<file path="src/verilog/alu_pkg.sv">
package alu_pkg;

    localparam int DATA_W      = 32;
    localparam int NIB_N       = DATA_W / 4;    // nibbles in the carry chain
    localparam int FLAG_BYTE_W = 8;

    // bit positions inside the one-hot width field
    localparam int W_BYTE = 0;
    localparam int W_WORD = 1;
    localparam int W_LONG = 2;

    typedef logic [2:0] width_t;                // all zero means no operation

    typedef enum logic [4:0] {
        OP_MOVE = 5'd0,
        OP_ADD  = 5'd1,
        OP_ADC  = 5'd2,
        OP_SUB  = 5'd3,
        OP_SBC  = 5'd4,
        OP_CP   = 5'd5,
        OP_NEG  = 5'd6,
        OP_AND  = 5'd7,
        OP_OR   = 5'd8,
        OP_XOR  = 5'd9,
        OP_CPL  = 5'd10,
        OP_SCF  = 5'd11,
        OP_RCF  = 5'd12,
        OP_CCF  = 5'd13,
        OP_ZCF  = 5'd14,
        OP_EXFF = 5'd15
    } alu_op_t;

    typedef struct packed {
        logic s;                                // sign
        logic z;                                // zero
        logic h;                                // half carry
        logic v;                                // overflow or parity
        logic n;                                // subtract
        logic c;                                // carry
    } flags_t;

    typedef struct packed {
        alu_op_t           op;
        width_t            width;
        logic [DATA_W-1:0] dst;
        logic [DATA_W-1:0] src;
    } alu_req_t;

    typedef struct packed {
        logic              hit;                 // unit owns this opcode
        logic              wr_data;             // result goes to dout
        logic [DATA_W-1:0] result;
        flags_t            nx_flags;
    } unit_out_t;

    // top bit of x at the operation width
    function automatic logic width_msb(input width_t w, input logic [DATA_W-1:0] x);
        return w[W_BYTE] ? x[7] : w[W_WORD] ? x[15] : x[DATA_W-1];
    endfunction

    // x is zero within the operation width
    function automatic logic width_zero(input width_t w, input logic [DATA_W-1:0] x);
        return w[W_BYTE] ? (x[7:0] == '0) : w[W_WORD] ? (x[15:0] == '0) : (x == '0);
    endfunction

endpackage

</file>
<file path="src/verilog/alu_arith.sv">
module alu_arith (
    input  alu_pkg::alu_req_t  req,
    input  alu_pkg::flags_t    flags,
    output alu_pkg::unit_out_t out
);

    logic                        is_add;       // ADD, ADC
    logic                        is_sub;       // SUB, SBC, CP
    logic                        is_neg;
    logic [alu_pkg::DATA_W-1:0]  opa;
    logic [alu_pkg::DATA_W-1:0]  opb;          // inverted for subtraction
    logic                        cin;
    logic [alu_pkg::DATA_W-1:0]  sum;
    logic [alu_pkg::NIB_N-1:0]   nib_c;        // carry out of each nibble
    logic                        half_c;
    logic                        top_cin;      // carry into the top bit of the width
    logic                        top_cout;     // carry out of the width

    assign is_add = (req.op == alu_pkg::OP_ADD) || (req.op == alu_pkg::OP_ADC);
    assign is_sub = (req.op == alu_pkg::OP_SUB) || (req.op == alu_pkg::OP_SBC) ||
                    (req.op == alu_pkg::OP_CP);
    assign is_neg = req.op == alu_pkg::OP_NEG;

    // subtraction runs as a + ~b + 1, NEG as 0 + ~dst + 1
    assign opa = is_neg ? '0 : req.dst;
    assign opb = is_neg ? ~req.dst : (is_add ? req.src : ~req.src);

    // a borrow in is a missing carry in
    assign cin = is_add ? ((req.op == alu_pkg::OP_ADC) && flags.c) :
                          ~((req.op == alu_pkg::OP_SBC) && flags.c);

    always_comb begin : nibble_chain
        logic       cy;
        logic [4:0] nsum;
        cy = cin;
        for (int i = 0; i < alu_pkg::NIB_N; i++) begin
            nsum           = {1'b0, opa[4*i +: 4]} + {1'b0, opb[4*i +: 4]} + {4'd0, cy};
            sum[4*i +: 4]  = nsum[3:0];
            cy             = nsum[4];
            nib_c[i]       = cy;
        end
    end

    assign half_c = nib_c[0];

    // byte carry leaves nibble 1, word carry nibble 3
    assign top_cout = req.width[alu_pkg::W_BYTE] ? nib_c[1] :
                      req.width[alu_pkg::W_WORD] ? nib_c[3] : nib_c[alu_pkg::NIB_N-1];

    // carry into the sign bit, recovered from the operand and sum bits
    assign top_cin = alu_pkg::width_msb(req.width, opa ^ opb ^ sum);

    always_comb begin
        out.hit      = is_add || is_sub || is_neg;
        out.wr_data  = out.hit && (req.op != alu_pkg::OP_CP);   // CP only sets flags
        out.result   = sum;
        out.nx_flags = flags;
        if (out.hit) begin
            out.nx_flags.s = alu_pkg::width_msb(req.width, sum);
            out.nx_flags.z = alu_pkg::width_zero(req.width, sum);
            out.nx_flags.h = is_add ? half_c : ~half_c;
            out.nx_flags.v = top_cin ^ top_cout;                 // signed overflow
            out.nx_flags.n = ~is_add;
            out.nx_flags.c = is_add ? top_cout : ~top_cout;
        end
    end

endmodule

</file>
<file path="src/verilog/alu_logic.sv">
module alu_logic (
    input  logic               clk,
    input  logic               rst,
    input  alu_pkg::alu_req_t  req,
    input  alu_pkg::flags_t    flags,
    input  logic               issue,
    output alu_pkg::unit_out_t out
);

    alu_pkg::flags_t            shadow;        // alternate flag set for EXFF
    logic [alu_pkg::DATA_W-1:0] res;
    logic                       parity_even;

    always_comb begin
        case (req.op)
            alu_pkg::OP_AND: res = req.dst & req.src;
            alu_pkg::OP_OR:  res = req.dst | req.src;
            alu_pkg::OP_XOR: res = req.dst ^ req.src;
            alu_pkg::OP_CPL: res = ~req.src;
            default:         res = req.src;    // MOVE
        endcase
    end

    // byte ops check 8 bits, word and long check 16
    assign parity_even = req.width[alu_pkg::W_BYTE] ? ~^res[7:0] : ~^res[15:0];

    always_comb begin
        out.hit      = 1'b1;
        out.wr_data  = 1'b0;
        out.result   = res;
        out.nx_flags = flags;
        case (req.op)
            alu_pkg::OP_MOVE: begin
                out.wr_data = 1'b1;                    // flags untouched
            end
            alu_pkg::OP_AND, alu_pkg::OP_OR, alu_pkg::OP_XOR: begin
                out.wr_data    = 1'b1;
                out.nx_flags.s = alu_pkg::width_msb(req.width, res);
                out.nx_flags.z = alu_pkg::width_zero(req.width, res);
                out.nx_flags.h = req.op == alu_pkg::OP_AND;
                out.nx_flags.v = parity_even;
                out.nx_flags.n = 1'b0;
                out.nx_flags.c = 1'b0;
            end
            alu_pkg::OP_CPL: begin
                out.wr_data    = 1'b1;
                out.nx_flags.h = 1'b1;
                out.nx_flags.n = 1'b1;
            end
            alu_pkg::OP_SCF: begin
                out.nx_flags.c = 1'b1;
                out.nx_flags.n = 1'b0;
                out.nx_flags.h = 1'b0;
            end
            alu_pkg::OP_RCF: begin
                out.nx_flags.c = 1'b0;
                out.nx_flags.n = 1'b0;
                out.nx_flags.h = 1'b0;
            end
            alu_pkg::OP_CCF: begin
                out.nx_flags.c = ~flags.c;
                out.nx_flags.n = 1'b0;
            end
            alu_pkg::OP_ZCF: begin
                out.nx_flags.c = ~flags.z;
                out.nx_flags.n = 1'b0;
            end
            alu_pkg::OP_EXFF: begin
                out.nx_flags = shadow;                 // swap with live flags
            end
            default: begin
                out.hit = 1'b0;                        // arithmetic or unknown
            end
        endcase
    end

    // live flags move into the shadow as the EXFF is accepted
    always_ff @(posedge clk or posedge rst) begin
        if (rst) begin
            shadow <= '0;
        end else if (issue && (req.op == alu_pkg::OP_EXFF)) begin
            shadow <= flags;
        end
    end

endmodule

</file>
<file path="src/verilog/alu_flag_reg.sv">
module alu_flag_reg (
    input  logic                              clk,
    input  logic                              rst,
    input  logic                              cen,
    input  alu_pkg::width_t                   width,
    input  alu_pkg::unit_out_t                arith,
    input  alu_pkg::unit_out_t                logic_out,
    output logic                              issue,
    output alu_pkg::flags_t                   flags,
    output logic [alu_pkg::DATA_W-1:0]        dout,
    output logic [alu_pkg::FLAG_BYTE_W-1:0]   flag_byte,
    output logic                              done
);

    alu_pkg::unit_out_t sel;                   // proposal of the claiming unit

    // width zero is an empty slot
    assign issue = cen && (width != '0);

    always_comb begin
        if (arith.hit) begin
            sel = arith;
        end else if (logic_out.hit) begin
            sel = logic_out;
        end else begin
            sel = '0;                          // unclaimed opcode acts as a no-op
        end
    end

    always_ff @(posedge clk or posedge rst) begin
        if (rst) begin
            flags <= '0;
            dout  <= '0;
            done  <= 1'b0;
        end else if (cen) begin
            done <= issue;                     // holds while cen is low
            if (issue && sel.hit) begin
                flags <= sel.nx_flags;
            end
            if (issue && sel.wr_data) begin
                dout <= sel.result;
            end
        end
    end

    // external layout: S Z - H - V N C
    assign flag_byte = {
        flags.s,
        flags.z,
        1'b0,
        flags.h,
        1'b0,
        flags.v,
        flags.n,
        flags.c
    };

endmodule

</file>
<file path="src/verilog/tlcs_alu.sv">
module tlcs_alu (
    input  logic                              clk,
    input  logic                              rst,
    input  logic                              cen,
    input  alu_pkg::alu_req_t                 req,
    output logic [alu_pkg::DATA_W-1:0]        dout,
    output logic [alu_pkg::FLAG_BYTE_W-1:0]   flags,
    output logic                              done
);

    alu_pkg::unit_out_t arith_out;
    alu_pkg::unit_out_t logic_out;
    alu_pkg::flags_t    cur_flags;             // architectural flags
    logic               issue;                 // accepted command strobe

    alu_arith arith0 (
        .req       (req),
        .flags     (cur_flags),
        .out       (arith_out)
    );

    alu_logic logic0 (
        .clk       (clk),
        .rst       (rst),
        .req       (req),
        .flags     (cur_flags),
        .issue     (issue),
        .out       (logic_out)
    );

    alu_flag_reg freg0 (
        .clk       (clk),
        .rst       (rst),
        .cen       (cen),
        .width     (req.width),
        .arith     (arith_out),
        .logic_out (logic_out),
        .issue     (issue),
        .flags     (cur_flags),
        .dout      (dout),
        .flag_byte (flags),
        .done      (done)
    );

endmodule

</file>
<file path="config.mk">
export PLATFORM = sky130hd
export DESIGN_NAME = tlcs_alu
export DESIGN_NICKNAME = d
export VERILOG_FILES = /design/src/verilog/alu_pkg.sv /design/src/verilog/alu_arith.sv /design/src/verilog/alu_logic.sv /design/src/verilog/alu_flag_reg.sv /design/src/verilog/tlcs_alu.sv
export SDC_FILE = /design/constraint.sdc
export NUM_CORES = 1
export LEC_CHECK = 0
export BUFFER_PORTS_ARGS = -buffer_cell sky130_fd_sc_hd__buf_4
export CAP_MARGIN = 20
export CORE_ASPECT_RATIO = 0.6
export CORE_MARGIN = 5
export CORE_UTILIZATION = 30
export CTS_BUF_LIST = sky130_fd_sc_hd__clkbuf_4 sky130_fd_sc_hd__clkbuf_8 sky130_fd_sc_hd__clkbuf_16
export CTS_CLUSTER_SIZE = 14
export DETAILED_ROUTE_END_ITERATION = 16
export GPL_ROUTABILITY_DRIVEN = 0
export PLACE_DENSITY = 0.51
export SLEW_MARGIN = 20
export SYNTH_ARGS = -nofsm -noshare
export SYNTH_HDL_FRONTEND = slang
export SYNTH_SLANG_ARGS = --single-unit
</file>
<file path="constraint.sdc">
create_clock -name clk -period 11.75 [get_ports clk]
set_input_delay 1.175 -clock clk [delete_from_list [all_inputs] [get_ports clk]]
set_output_delay 1.175 -clock clk [all_outputs]
set_load 0.02 [all_outputs]
</file>
==> impl_results.md, run 1 <==
- Slowest cell on crit path: fa_1
- Synth unique cells: 63
- Fin nets: between 1000 and 1500
- Lkg Pwr: 3.93 nW
- Total CTS buffers: 5
- Tcrit/Tclk final: 94.3%
- Power Dens Cells: 98.0 mW/mm²
- Largest family of logic cells by synthesized area: compound AO/OA/AOI/OAI gates
- Max stage delay on crit path: 0.43 ns
- Largest net degree at the start of global routing: 65
- Via count: 6722
- WHS Path Cells: 1
- Outcome: finished clean
- Max frequency: 90.3 MHz
- Initial DRC Count: between 500 and 600
- Vias in the first global route: about 6300
- EDFF count, synth: 0
- Worst-margin pin slew: 0.926 ns
- Yosys warns: 0
- Hold Violations, Final: 0
- Clock skew: 0.00280 ns
- Synth Area in Adders: 22.3%
- Comb power frac: around 55%
- Asr flop ratio synth: 100%
- Core area: about 0.022 mm²
- Worst Reg2Reg Path Length in Cells: between 40 and 50
- Most common cell after layout, fill and taps aside: buf_4
- Fraction of layout cells with a size suffix above 1: 20.2%
- Total Wirelength: 24900 µm
- Synth Register Bits: 45
- Setup CP Type: in2reg
- Highest-count cells in the layout ignoring fill and taps: buf_4, ha_1, inv_1
- Slew headroom: 38.3%
- VDD IR-drop max: 0.0000581 V
- Class of the most critical hold timing path: reg2reg
- Data arrival, critical path: 11.29 ns
- Overflow after GRT: 0
- Seq/Total Area, Yosys: 16.5%
- Min Tclk post-route: between 10 and 15 ns
- Cell row count: 42
- Top_reg_cell synth: dfrtp_1
- Clock network power share: 17.7%
- Critical Path Sink Type: flop
- FILL cells: 2325
- # placed instances: 1283
- Hold_buf cts: 0
- Slew Limit Fails: 0
- R2R setup slack: approximately 1.4 ns
- Synth Area in XOR/XNOR: 7.81%
- Synth Cell Area: around 0.0068 mm²
- H-tree Lvls: 2
- Final worst slack: roughly 0.67 ns
- First-pass GRT wire length: 38200 µm
- CP most frequent cell: fa_2
- R2R Path End: freg0.flag_byte[6]
- I/O pin total: 116
- Startpoint type of the worst setup path: input port
- Worst Hold Launch: freg0.dout[24]
- CTS tree: done
- Tot Pwr: 818 µW
- Switching share of power: roughly two fifths
- Crit path max fanout: 4
- Non-filler cells, final: 1293
- Pint: 480 µW
- Register area: 0.00113 mm²
- Max_cap viols: 0
- Synth Area per Inst: 7.72 µm²
- Initial antenna violation count: 0
- Die Wd: 205 µm
- Multiplexer area fraction after synthesis: 0.988%
- Ant. Diodes: 0
- Switch Pwr: ~340 µW
- Initial Util: ~31%
- Port bufs: 113
- Placement Setup Slack: -0.202 ns
- Reg2reg start: freg0.flag_byte[0]
- Compound-gate portion of the synthesized area: ~28%
- Worst Path Required: approximately 12 ns
- Die height: 127 µm
- Simple-gate portion of the synthesized area: ~16%
- Drt wl/cell: roughly 19 µm
- Final setup fails: 0
- Synthesis-to-finish area growth: 22.1%
- Area of the multi-input gates: 0.00519 mm²
- DP HPWL: 20400 µm
- Worst Hold Path EP: freg0.dout[24]
- Clk slew on worst S/H paths: around 0.06 ns
- Drt pass-1 iters: 5
- Mapped Cells: 885
- Post-DR vias/cell: 5.20
- CTS root buf: clkbuf_16
- DRT antenna net count: 0
- Clk Latency, worst-skew pair: approximately 0.28 ns
- DRC: 0
- CTS Sinks: 45
- Die area: between 0.02 and 0.03 mm²
- Max clock buf depth: 2
- Sequential share of power: 26.9%
- GRT Util Overall: 18.6%
how the worst max path moves through the flow:
stage,from,to,slack (ns),depth (start not counted)
floorplan,req[68],freg0.flag_byte[6],0.002,51
global placement,req[68],freg0.flag_byte[6],0.08,50
detailed placement,req[71],freg0.flag_byte[6],-0.20,50
CTS,req[71],freg0.flag_byte[6],0.07,50
global route,req[67],freg0.flag_byte[6],-0.001,50
finish,req[67],freg0.flag_byte[6],0.67,50
Yosys cell counts, drive strengths merged (23+ instances only):
master,number,area share [%]
inv,94,5.2
dfrtp,45,16
a221oi,23,3.1
a21oi,90,6.6
nor2,88,4.8
xnor2,52,6.7
o221ai,31,4.0
nand2,64,3.5
clkbuf,32,1.8
buf,29,2.1
ha,96,18
o21ai,36,2.6
critical path: cells and delay by family:
kind	cells	cell delay [ns]
AOI/OAI and AO/OA	17	2.04
buffers and inverters	9	0.65
and+or+nand+nor	6	0.83
xor gates and xnor gates	2	0.33
adders and majority gates	16	6.27
power by group through the flow:
stage	Combinational (mW)	Clock [mW]	Sequential, mW
6_report	0.453	0.145	0.220
3_3_place_gp	0.439	0	0.223
2_1_floorplan	0.228	0	0.253
5_1_grt	0.497	0.154	0.226
3_5_place_dp	0.442	0	0.223
4_1_cts	0.444	0.148	0.220
cells by family after synthesis:
logic type | Yosys count
multiplexers | 6
flip-flops | 45
adder cells (fa/ha/maj) | 112
AO/OA/AOI/OAI | 277
XOR/XNOR | 61
buffers and inverters | 155
other | 1
AND/OR/NAND/NOR | 228
stage by stage:
stage               hold WS [ns]  utilization, %  setup TNS (ns)  instance area (µm²)
global placement           0.477            36.6               0                 8130
finish                     0.494            37.6               0                 8350
detailed placement         0.485            36.6          -0.362                 8130
floorplan                  0.481               -               0                 6900
global route               0.512            37.6        -0.00123                 8350
CTS                        0.499            37.3               0                 8290
final cells by class:
cell class,count,share of cell area (%)
Multi-Input combinational cell,686,62.1
Timing Repair Buffer,152,13.7
Sequential cell,45,13.5
Tap cell,308,4.62
Inverter,94,4.23
Clock buffer,7,1.83
Clock inverter,1,0.0599
repair_timing:
item | in CTS | in global routing
gates resized for setup | 0 | 12
setup buffers | 0 | 2
setup endpoints to repair | 0 | 5
routing by layer:
| metal | wire length (µm) | part of all wire [%] | track usage [%] | up-vias |
|---|---|---|---|---|
| met5 | 0 | 0 | 0 | - |
| met4 | 330 | 1.3 | 2.64 | 0 |
| met3 | 2470 | 9.9 | 3.52 | 19 |
| met2 | 8790 | 35 | 23.2 | 283 |
| met1 | 13300 | 53 | 31.9 | 3105 |
| li1 | - | - | - | 3315 |
sequential cells by signal, indices dropped and copies added (netlist names):
name and count:
freg0.dout 32, freg0.done 1, freg0.flag_byte 6, logic0.shadow 6
No activity file was read; power rests on OpenSTA's default activity.
==> run 2: changes to the inputs <==
CORE_ASPECT_RATIO = 1.4   (was 0.6)
CTS_BUF_LIST = not set   (was sky130_fd_sc_hd__clkbuf_4 sky130_fd_sc_hd__clkbuf_8 sky130_fd_sc_hd__clkbuf_16)
==> run 2 against run 1 <==
  * Fmax decreased by 1.8%
  * Setup slack got worse by 0.21 ns
  * Register-to-register slack lost 0.17 ns
  * Combinational power down 3%
  * Die area shrank 0.21%
  * Via count about the same
  * First-iteration DRC count fell by 16%
  * Clock power up 6%
==> impl_results.md, run 2 (synthesized netlist as in run 1, its figures left out) <==
- Total CTS buffers: 5 (unchanged)
- First-pass GRT wire length: 37200 µm (was 38200 µm)
- Port bufs: 113 (unchanged)
- Ant. Diodes: 0 (unchanged)
- DP HPWL: 19700 µm (was 20400 µm)
- Max stage delay on crit path: 0.45 ns (was 0.43 ns)
- Clk Latency, worst-skew pair: 0.28 ns (about the same)
- Clock skew: 0.00651 ns (was 0.00280 ns)
- Worst-margin pin slew: 0.940 ns (was 0.926 ns)
- Initial Util: 30.3% (was 30.8%)
- Die height: 189 µm (was 127 µm)
- Post-DR vias/cell: 5.23 (was 5.20)
- Total Wirelength: 24000 µm (was 24900 µm)
- Largest net degree at the start of global routing: 65 (unchanged)
- Placement Setup Slack: -0.173 ns (was -0.202 ns)
- Gates resized, CTS repair: 0 (unchanged)
- Outcome: finished clean (unchanged)
- RSZ-0062 raised after global routing: true
- Class of the most critical hold timing path: reg2reg (unchanged)
- WHS: 0.492 ns (was 0.494 ns)
- CTS Sinks: 45 (unchanged)
- Hold Violations, Final: 0 (unchanged)
- Max FFs per register: 32 (unchanged)
- Most flops, register: freg0.dout (unchanged)
- Drt wl/cell: 18.6 µm (was 19.2 µm)
- Clk slew on worst S/H paths: 0.06 ns (about the same)
- CP most frequent cell: fa_2 (unchanged)
- Max frequency: 88.6 MHz (was 90.3 MHz)
- Cell family with the largest share of critical-path delay: adder cells (unchanged)
- Highest-count cells in the layout ignoring fill and taps: buf_4, ha_1, inv_1 (unchanged)
- CTS tree: done (unchanged)
- Synthesis-to-finish area growth: 22.0% (was 22.1%)
- Slew headroom: 37.1% (was 38.3%)
- Final worst slack: 0.462 ns (was 0.670 ns)
- Fin nets: 1171 (unchanged)
- Die Wd: 138 µm (was 205 µm)
- CTS root buf: clkbuf_16 (unchanged)
- H-tree Lvls: 2 (unchanged)
- Fraction of layout cells with a size suffix above 1: 19.9% (was 20.2%)
- Overflow after GRT: 0 (unchanged)
- Vias in the first global route: 6685 (was 6315)
- Lkg Pwr: 3.94 nW (was 3.93 nW)
- Hold_buf cts: 0 (unchanged)
- Critical Path Sink Type: flop (unchanged)
- Core area: 0.0225 mm² (was 0.0222 mm²)
- Non-filler cells, final: 1285 (was 1293)
- Power Dens Cells: 97.3 mW/mm² (was 98.0 mW/mm²)
- Die area: 0.0260 mm² (about the same)
- CP bufs+invs: 9 (unchanged)
- Initial DRC Count: 460 (was 548)
- Slowest cell on crit path: fa_1 (unchanged)
- Post-CTS Setup Inserts: 0 (unchanged)
- Max_cap viols: 0 (unchanged)
- Min Tclk post-route: 11.29 ns (was 11.08 ns)
- Data arrival, critical path: 11.50 ns (was 11.29 ns)
- Setup TNS: 0 ns (unchanged)
- Setup CP Type: in2reg (unchanged)
- # placed instances: 1278 (was 1283)
- Cell row count: 65 (was 42)
- Max clock buf depth: 2 (unchanged)
- VDD IR-drop max: 0.0000537 V (was 0.0000581 V)
- DRT antenna net count: 0 (unchanged)
- I/O pin total: 116 (unchanged)
- Most common cell after layout, fill and taps aside: buf_4 (unchanged)
- Via count: 6721 (was 6722)
- GRT Util Overall: 18.3% (was 18.6%)
- Initial antenna violation count: 0 (unchanged)
- DRC: 0 (unchanged)
- Drt pass-1 iters: 5 (unchanged)
- Slew Limit Fails: 0 (unchanged)
- Tcrit/Tclk final: 96.1% (was 94.3%)
- Crit path max fanout: 6 (was 4)
- Worst Path Required: 11.96 ns (about the same)
- Final setup fails: 0 (unchanged)
- Startpoint type of the worst setup path: input port (unchanged)
==> run 2: stage by stage <==
| step | instance area (µm²) | util, % | total power [mW] |
|---|---|---|---|
| floorplan | 6900 | - | 0.482 |
| global placement | 8140 | 36.1 | 0.658 |
| detailed placement | 8140 | 36.1 | 0.661 |
| CTS | 8300 | 36.8 | 0.818 |
| global route | 8340 | 37.0 | 0.867 |
| finish | 8340 | 37.0 | 0.812 |
==> run 2: path summary, 6_finish.rpt <==
check | slack, ns | to | cells past startpoint | from
min | 0.49 | freg0.dout[20] | 1 | freg0.dout[20]
max in group asynchronous | 10.05 | freg0.flag_byte[2] | 2 | rst
min reg2reg | 0.49 | freg0.dout[20] | 1 | freg0.dout[20]
max reg2reg | 1.24 | freg0.flag_byte[6] | 49 | freg0.flag_byte[0]
min in group asynchronous | 1.12 | freg0.dout[6] | 2 | rst
max | 0.46 | freg0.flag_byte[6] | 50 | req[68]
==> run 2: layer usage <==
metal	vias to the layer above	part of all wire [%]	global-route usage, %
met5	-	0	0
met4	0	4.6	7.45
met3	47	4.3	1.82
met2	161	52	34.2
met1	3209	39	20.8
li1	3304	-	-
==> run 2: final cells by class <==
| cell class | instances | area (µm²) |
|---|---|---|
| tap | 301 | 377 |
| multi-input combinational | 686 | 5180 |
| clock inverter | 2 | 35.0 |
| inverter | 94 | 353 |
| sequential | 45 | 1130 |
| timing repair buffer | 152 | 1140 |
| clock buffer | 5 | 125 |
| fill | 2412 | 14200 |
==> run 2: worst register-to-register path: cells and delay by family, from the launching register on <==
kind            cells  cell delay (ns)
simple gates        6             0.89
buf+inv             9             0.68
flops               1             0.46
fa+ha+maj          16             6.36
compound gates     18             2.04
==> run 2: where the power goes <==
group,total (mW),switching (mW),internal [mW],leakage (nW)
Sequential,0.218,0.0263,0.192,0.528
Combinational,0.439,0.243,0.196,3.33
Clock,0.154,0.0554,0.0987,0.0797
==> run 3: changes to the inputs <==
GPL_TIMING_DRIVEN = 0   (was not set)
==> run 3 against run 2 <==
  * Setup slack got worse by 0.061 ns
  * Sequential cell count did not move
  * Non-clock buffer count rose by 41
  * Combinational power rose by 5.9%
  * Routed wire length rose by 14%
  * Critical path depth rose by 1
  * Critical path type unchanged
==> impl_results.md, run 3 (synthesized netlist as in run 1, its figures left out) <==
- Drt wl/cell: 20.6 µm (was 18.6 µm)
- Synthesis-to-finish area growth: 26.1% (was 22.0%)
- Hold_buf cts: 0 (unchanged)
- Max FFs per register: 32 (unchanged)
- Most flops, register: freg0.dout (unchanged)
- DP HPWL: 22100 µm (was 19700 µm)
- Slew headroom: 33.6% (was 37.1%)
- CTS tree: done (unchanged)
- Via count: 7116 (was 6721)
- Die height: 189 µm (unchanged)
- Lkg Pwr: 4.07 nW (was 3.94 nW)
- Power Dens Cells: 94.6 mW/mm² (was 97.3 mW/mm²)
- Highest-count cells in the layout ignoring fill and taps: buf_4, ha_1, inv_1 (unchanged)
- First-pass GRT wire length: 41100 µm (was 37200 µm)
- Tot Pwr: 816 µW (was 812 µW)
- Overflow after GRT: 0 (unchanged)
- Cell row count: 65 (unchanged)
- Initial antenna violation count: 1 (was 0)
- GRT met3 Usage: 2.11% (was 1.82%)
- H-tree Lvls: 2 (unchanged)
- Outcome: finished clean (unchanged)
- Critical Path Sink Type: flop (unchanged)
- CP most frequent cell: fa_2 (unchanged)
- Die Wd: 138 µm (unchanged)
- VDD IR-drop max: 0.0000621 V (was 0.0000537 V)
- WHS: 0.490 ns (was 0.492 ns)
- Most common cell after layout, fill and taps aside: buf_4 (unchanged)
- Ant. Diodes: 0 (unchanged)
- Largest net degree at the start of global routing: 24 (was 65)
- CTS Sinks: 45 (unchanged)
- Max clock buf depth: 2 (unchanged)
- Initial Util: 30.3% (unchanged)
- Max_cap viols: 0 (unchanged)
- Non-filler cells, final: 1327 (was 1285)
- Final setup fails: 0 (unchanged)
- Clk slew on worst S/H paths: 0.06 ns (about the same)
- Total CTS buffers: 5 (unchanged)
- Fin nets: 1212 (was 1171)
- Class of the most critical hold timing path: reg2reg (unchanged)
- CTS root buf: clkbuf_16 (unchanged)
- Port bufs: 110 (was 113)
- FILL cells: 2440 (was 2412)
- Core area: 0.0225 mm² (unchanged)
- Total Wirelength: 27400 µm (was 24000 µm)
- Hold Violations, Final: 0 (unchanged)
- DRC: 0 (unchanged)
- Min Tclk post-route: 11.35 ns (was 11.29 ns)
- Drt pass-1 iters: 5 (unchanged)
- Worst-margin pin slew: 0.983 ns (was 0.940 ns)
- Startpoint type of the worst setup path: input port (unchanged)
- GRT Util Overall: 20.6% (was 18.3%)
- Slowest cell on crit path: fa_2 (was fa_1)
- Crit path max fanout: 10 (was 6)
- Die area: 0.0260 mm² (unchanged)
- # placed instances: 1298 (was 1278)
- Post-DR vias/cell: 5.36 (was 5.23)
- Max stage delay on crit path: 0.45 ns (about the same)
- WHS Path Cells: 1 (unchanged)
- DRT antenna net count: 0 (unchanged)
- Max frequency: 88.1 MHz (was 88.6 MHz)
- Tcrit/Tclk final: 96.6% (was 96.1%)
- I/O pin total: 116 (unchanged)
- Worst Reg2Reg Path Length in Cells: 48 (was 49)
- Clk Latency, worst-skew pair: 0.28 ns (about the same)
- Final core utilization: 38.3% (was 37.0%)
- Setup CP Type: in2reg (unchanged)
- Setup TNS: 0 ns (unchanged)
- Fraction of layout cells with a size suffix above 1: 22.3% (was 19.9%)
- Most crowded layer after global routing: met2 (unchanged)
- Clock skew: 0.00249 ns (was 0.00651 ns)
- Worst Path Required: 11.96 ns (about the same)
- Slew Limit Fails: 0 (unchanged)
- Data arrival, critical path: 11.56 ns (was 11.50 ns)
- Initial DRC Count: 497 (was 460)
- Vias in the first global route: 7064 (was 6685)
- Met2 usage: 38.1% (was 34.2%)
- Met1 Use GR: 23.6% (was 20.8%)
run 3: changes by cell type in the layout (fill, tap and decap cells not counted), moves of 4 or more:
cell      before  now
clkbuf_1       0   23
buf_2          0   15
buf_4        152  138
a21oi_1       87   82
fa_1           5    0
fa_2          11   16
clkbuf_2       0    4
run 3: cell type report:
| class | instances | area, µm² | share of cell area [%] |
|---|---|---|---|
| Sequential cell | 45 | 1130 | 13.1 |
| Buffer | 58 | 342 | 3.96 |
| Inverter | 94 | 353 | 4.09 |
| Clock buffer | 6 | 129 | 1.49 |
| Tap cell | 301 | 377 | 4.37 |
| Multi-Input combinational cell | 686 | 5250 | 60.9 |
| Timing Repair Buffer | 135 | 1030 | 12.0 |
| Clock inverter | 2 | 10.0 | 0.116 |
run 3: stage by stage:
stage	worst slack (ns)	cell area [µm²]
after detailed placement	-1.64	8130
after global routing	-0.0285	8620
after global placement	-1.65	8100
final	0.401	8620
after floorplan	0.00165	6900
after CTS	0.0100	8400
run 3: worst max-delay path: cells and delay by family:
kind	cells	cell delay [ns]
AO/OA/AOI/OAI	17	2.19
adder cells (fa/ha/maj)	16	6.11
buffers and inverters	12	1.34
AND/OR/NAND/NOR	6	0.74
run 3: metal layers:
layer / routed length (µm) / vias to the layer above / part of all wire, %
met5: 18 / - / 0.066
met4: 1430 / 2 / 5.2
met3: 1040 / 69 / 3.8
met2: 14300 / 193 / 52
met1: 10500 / 3446 / 38
li1: - / 3406 / -
run 3: final timing paths:
kind / slack (ns) / endpoint / startpoint
min in group asynchronous: 0.94 / freg0.dout[6] / rst
min: 0.49 / freg0.dout[21] / freg0.dout[21]
min reg2reg: 0.49 / freg0.dout[21] / freg0.dout[21]
max in group asynchronous: 10.32 / logic0.shadow[2] / rst
max reg2reg: 1.55 / freg0.flag_byte[6] / freg0.flag_byte[0]
max: 0.40 / freg0.flag_byte[6] / req[67]
run 3: where the power goes:
| group | switching (mW) | internal (mW) |
|---|---|---|
| clock | 0.0554 | 0.0781 |
| combinational | 0.262 | 0.203 |
| sequential | 0.0253 | 0.192 |
run 3: what timing repair did:
| item | 4_1_cts | 5_1_grt |
|---|---|---|
| resized for setup | 39 | 27 |
| setup endpoints to repair | 8 | 5 |
| setup buffers | 4 | 20 |
| pin swaps | 12 | 28 |
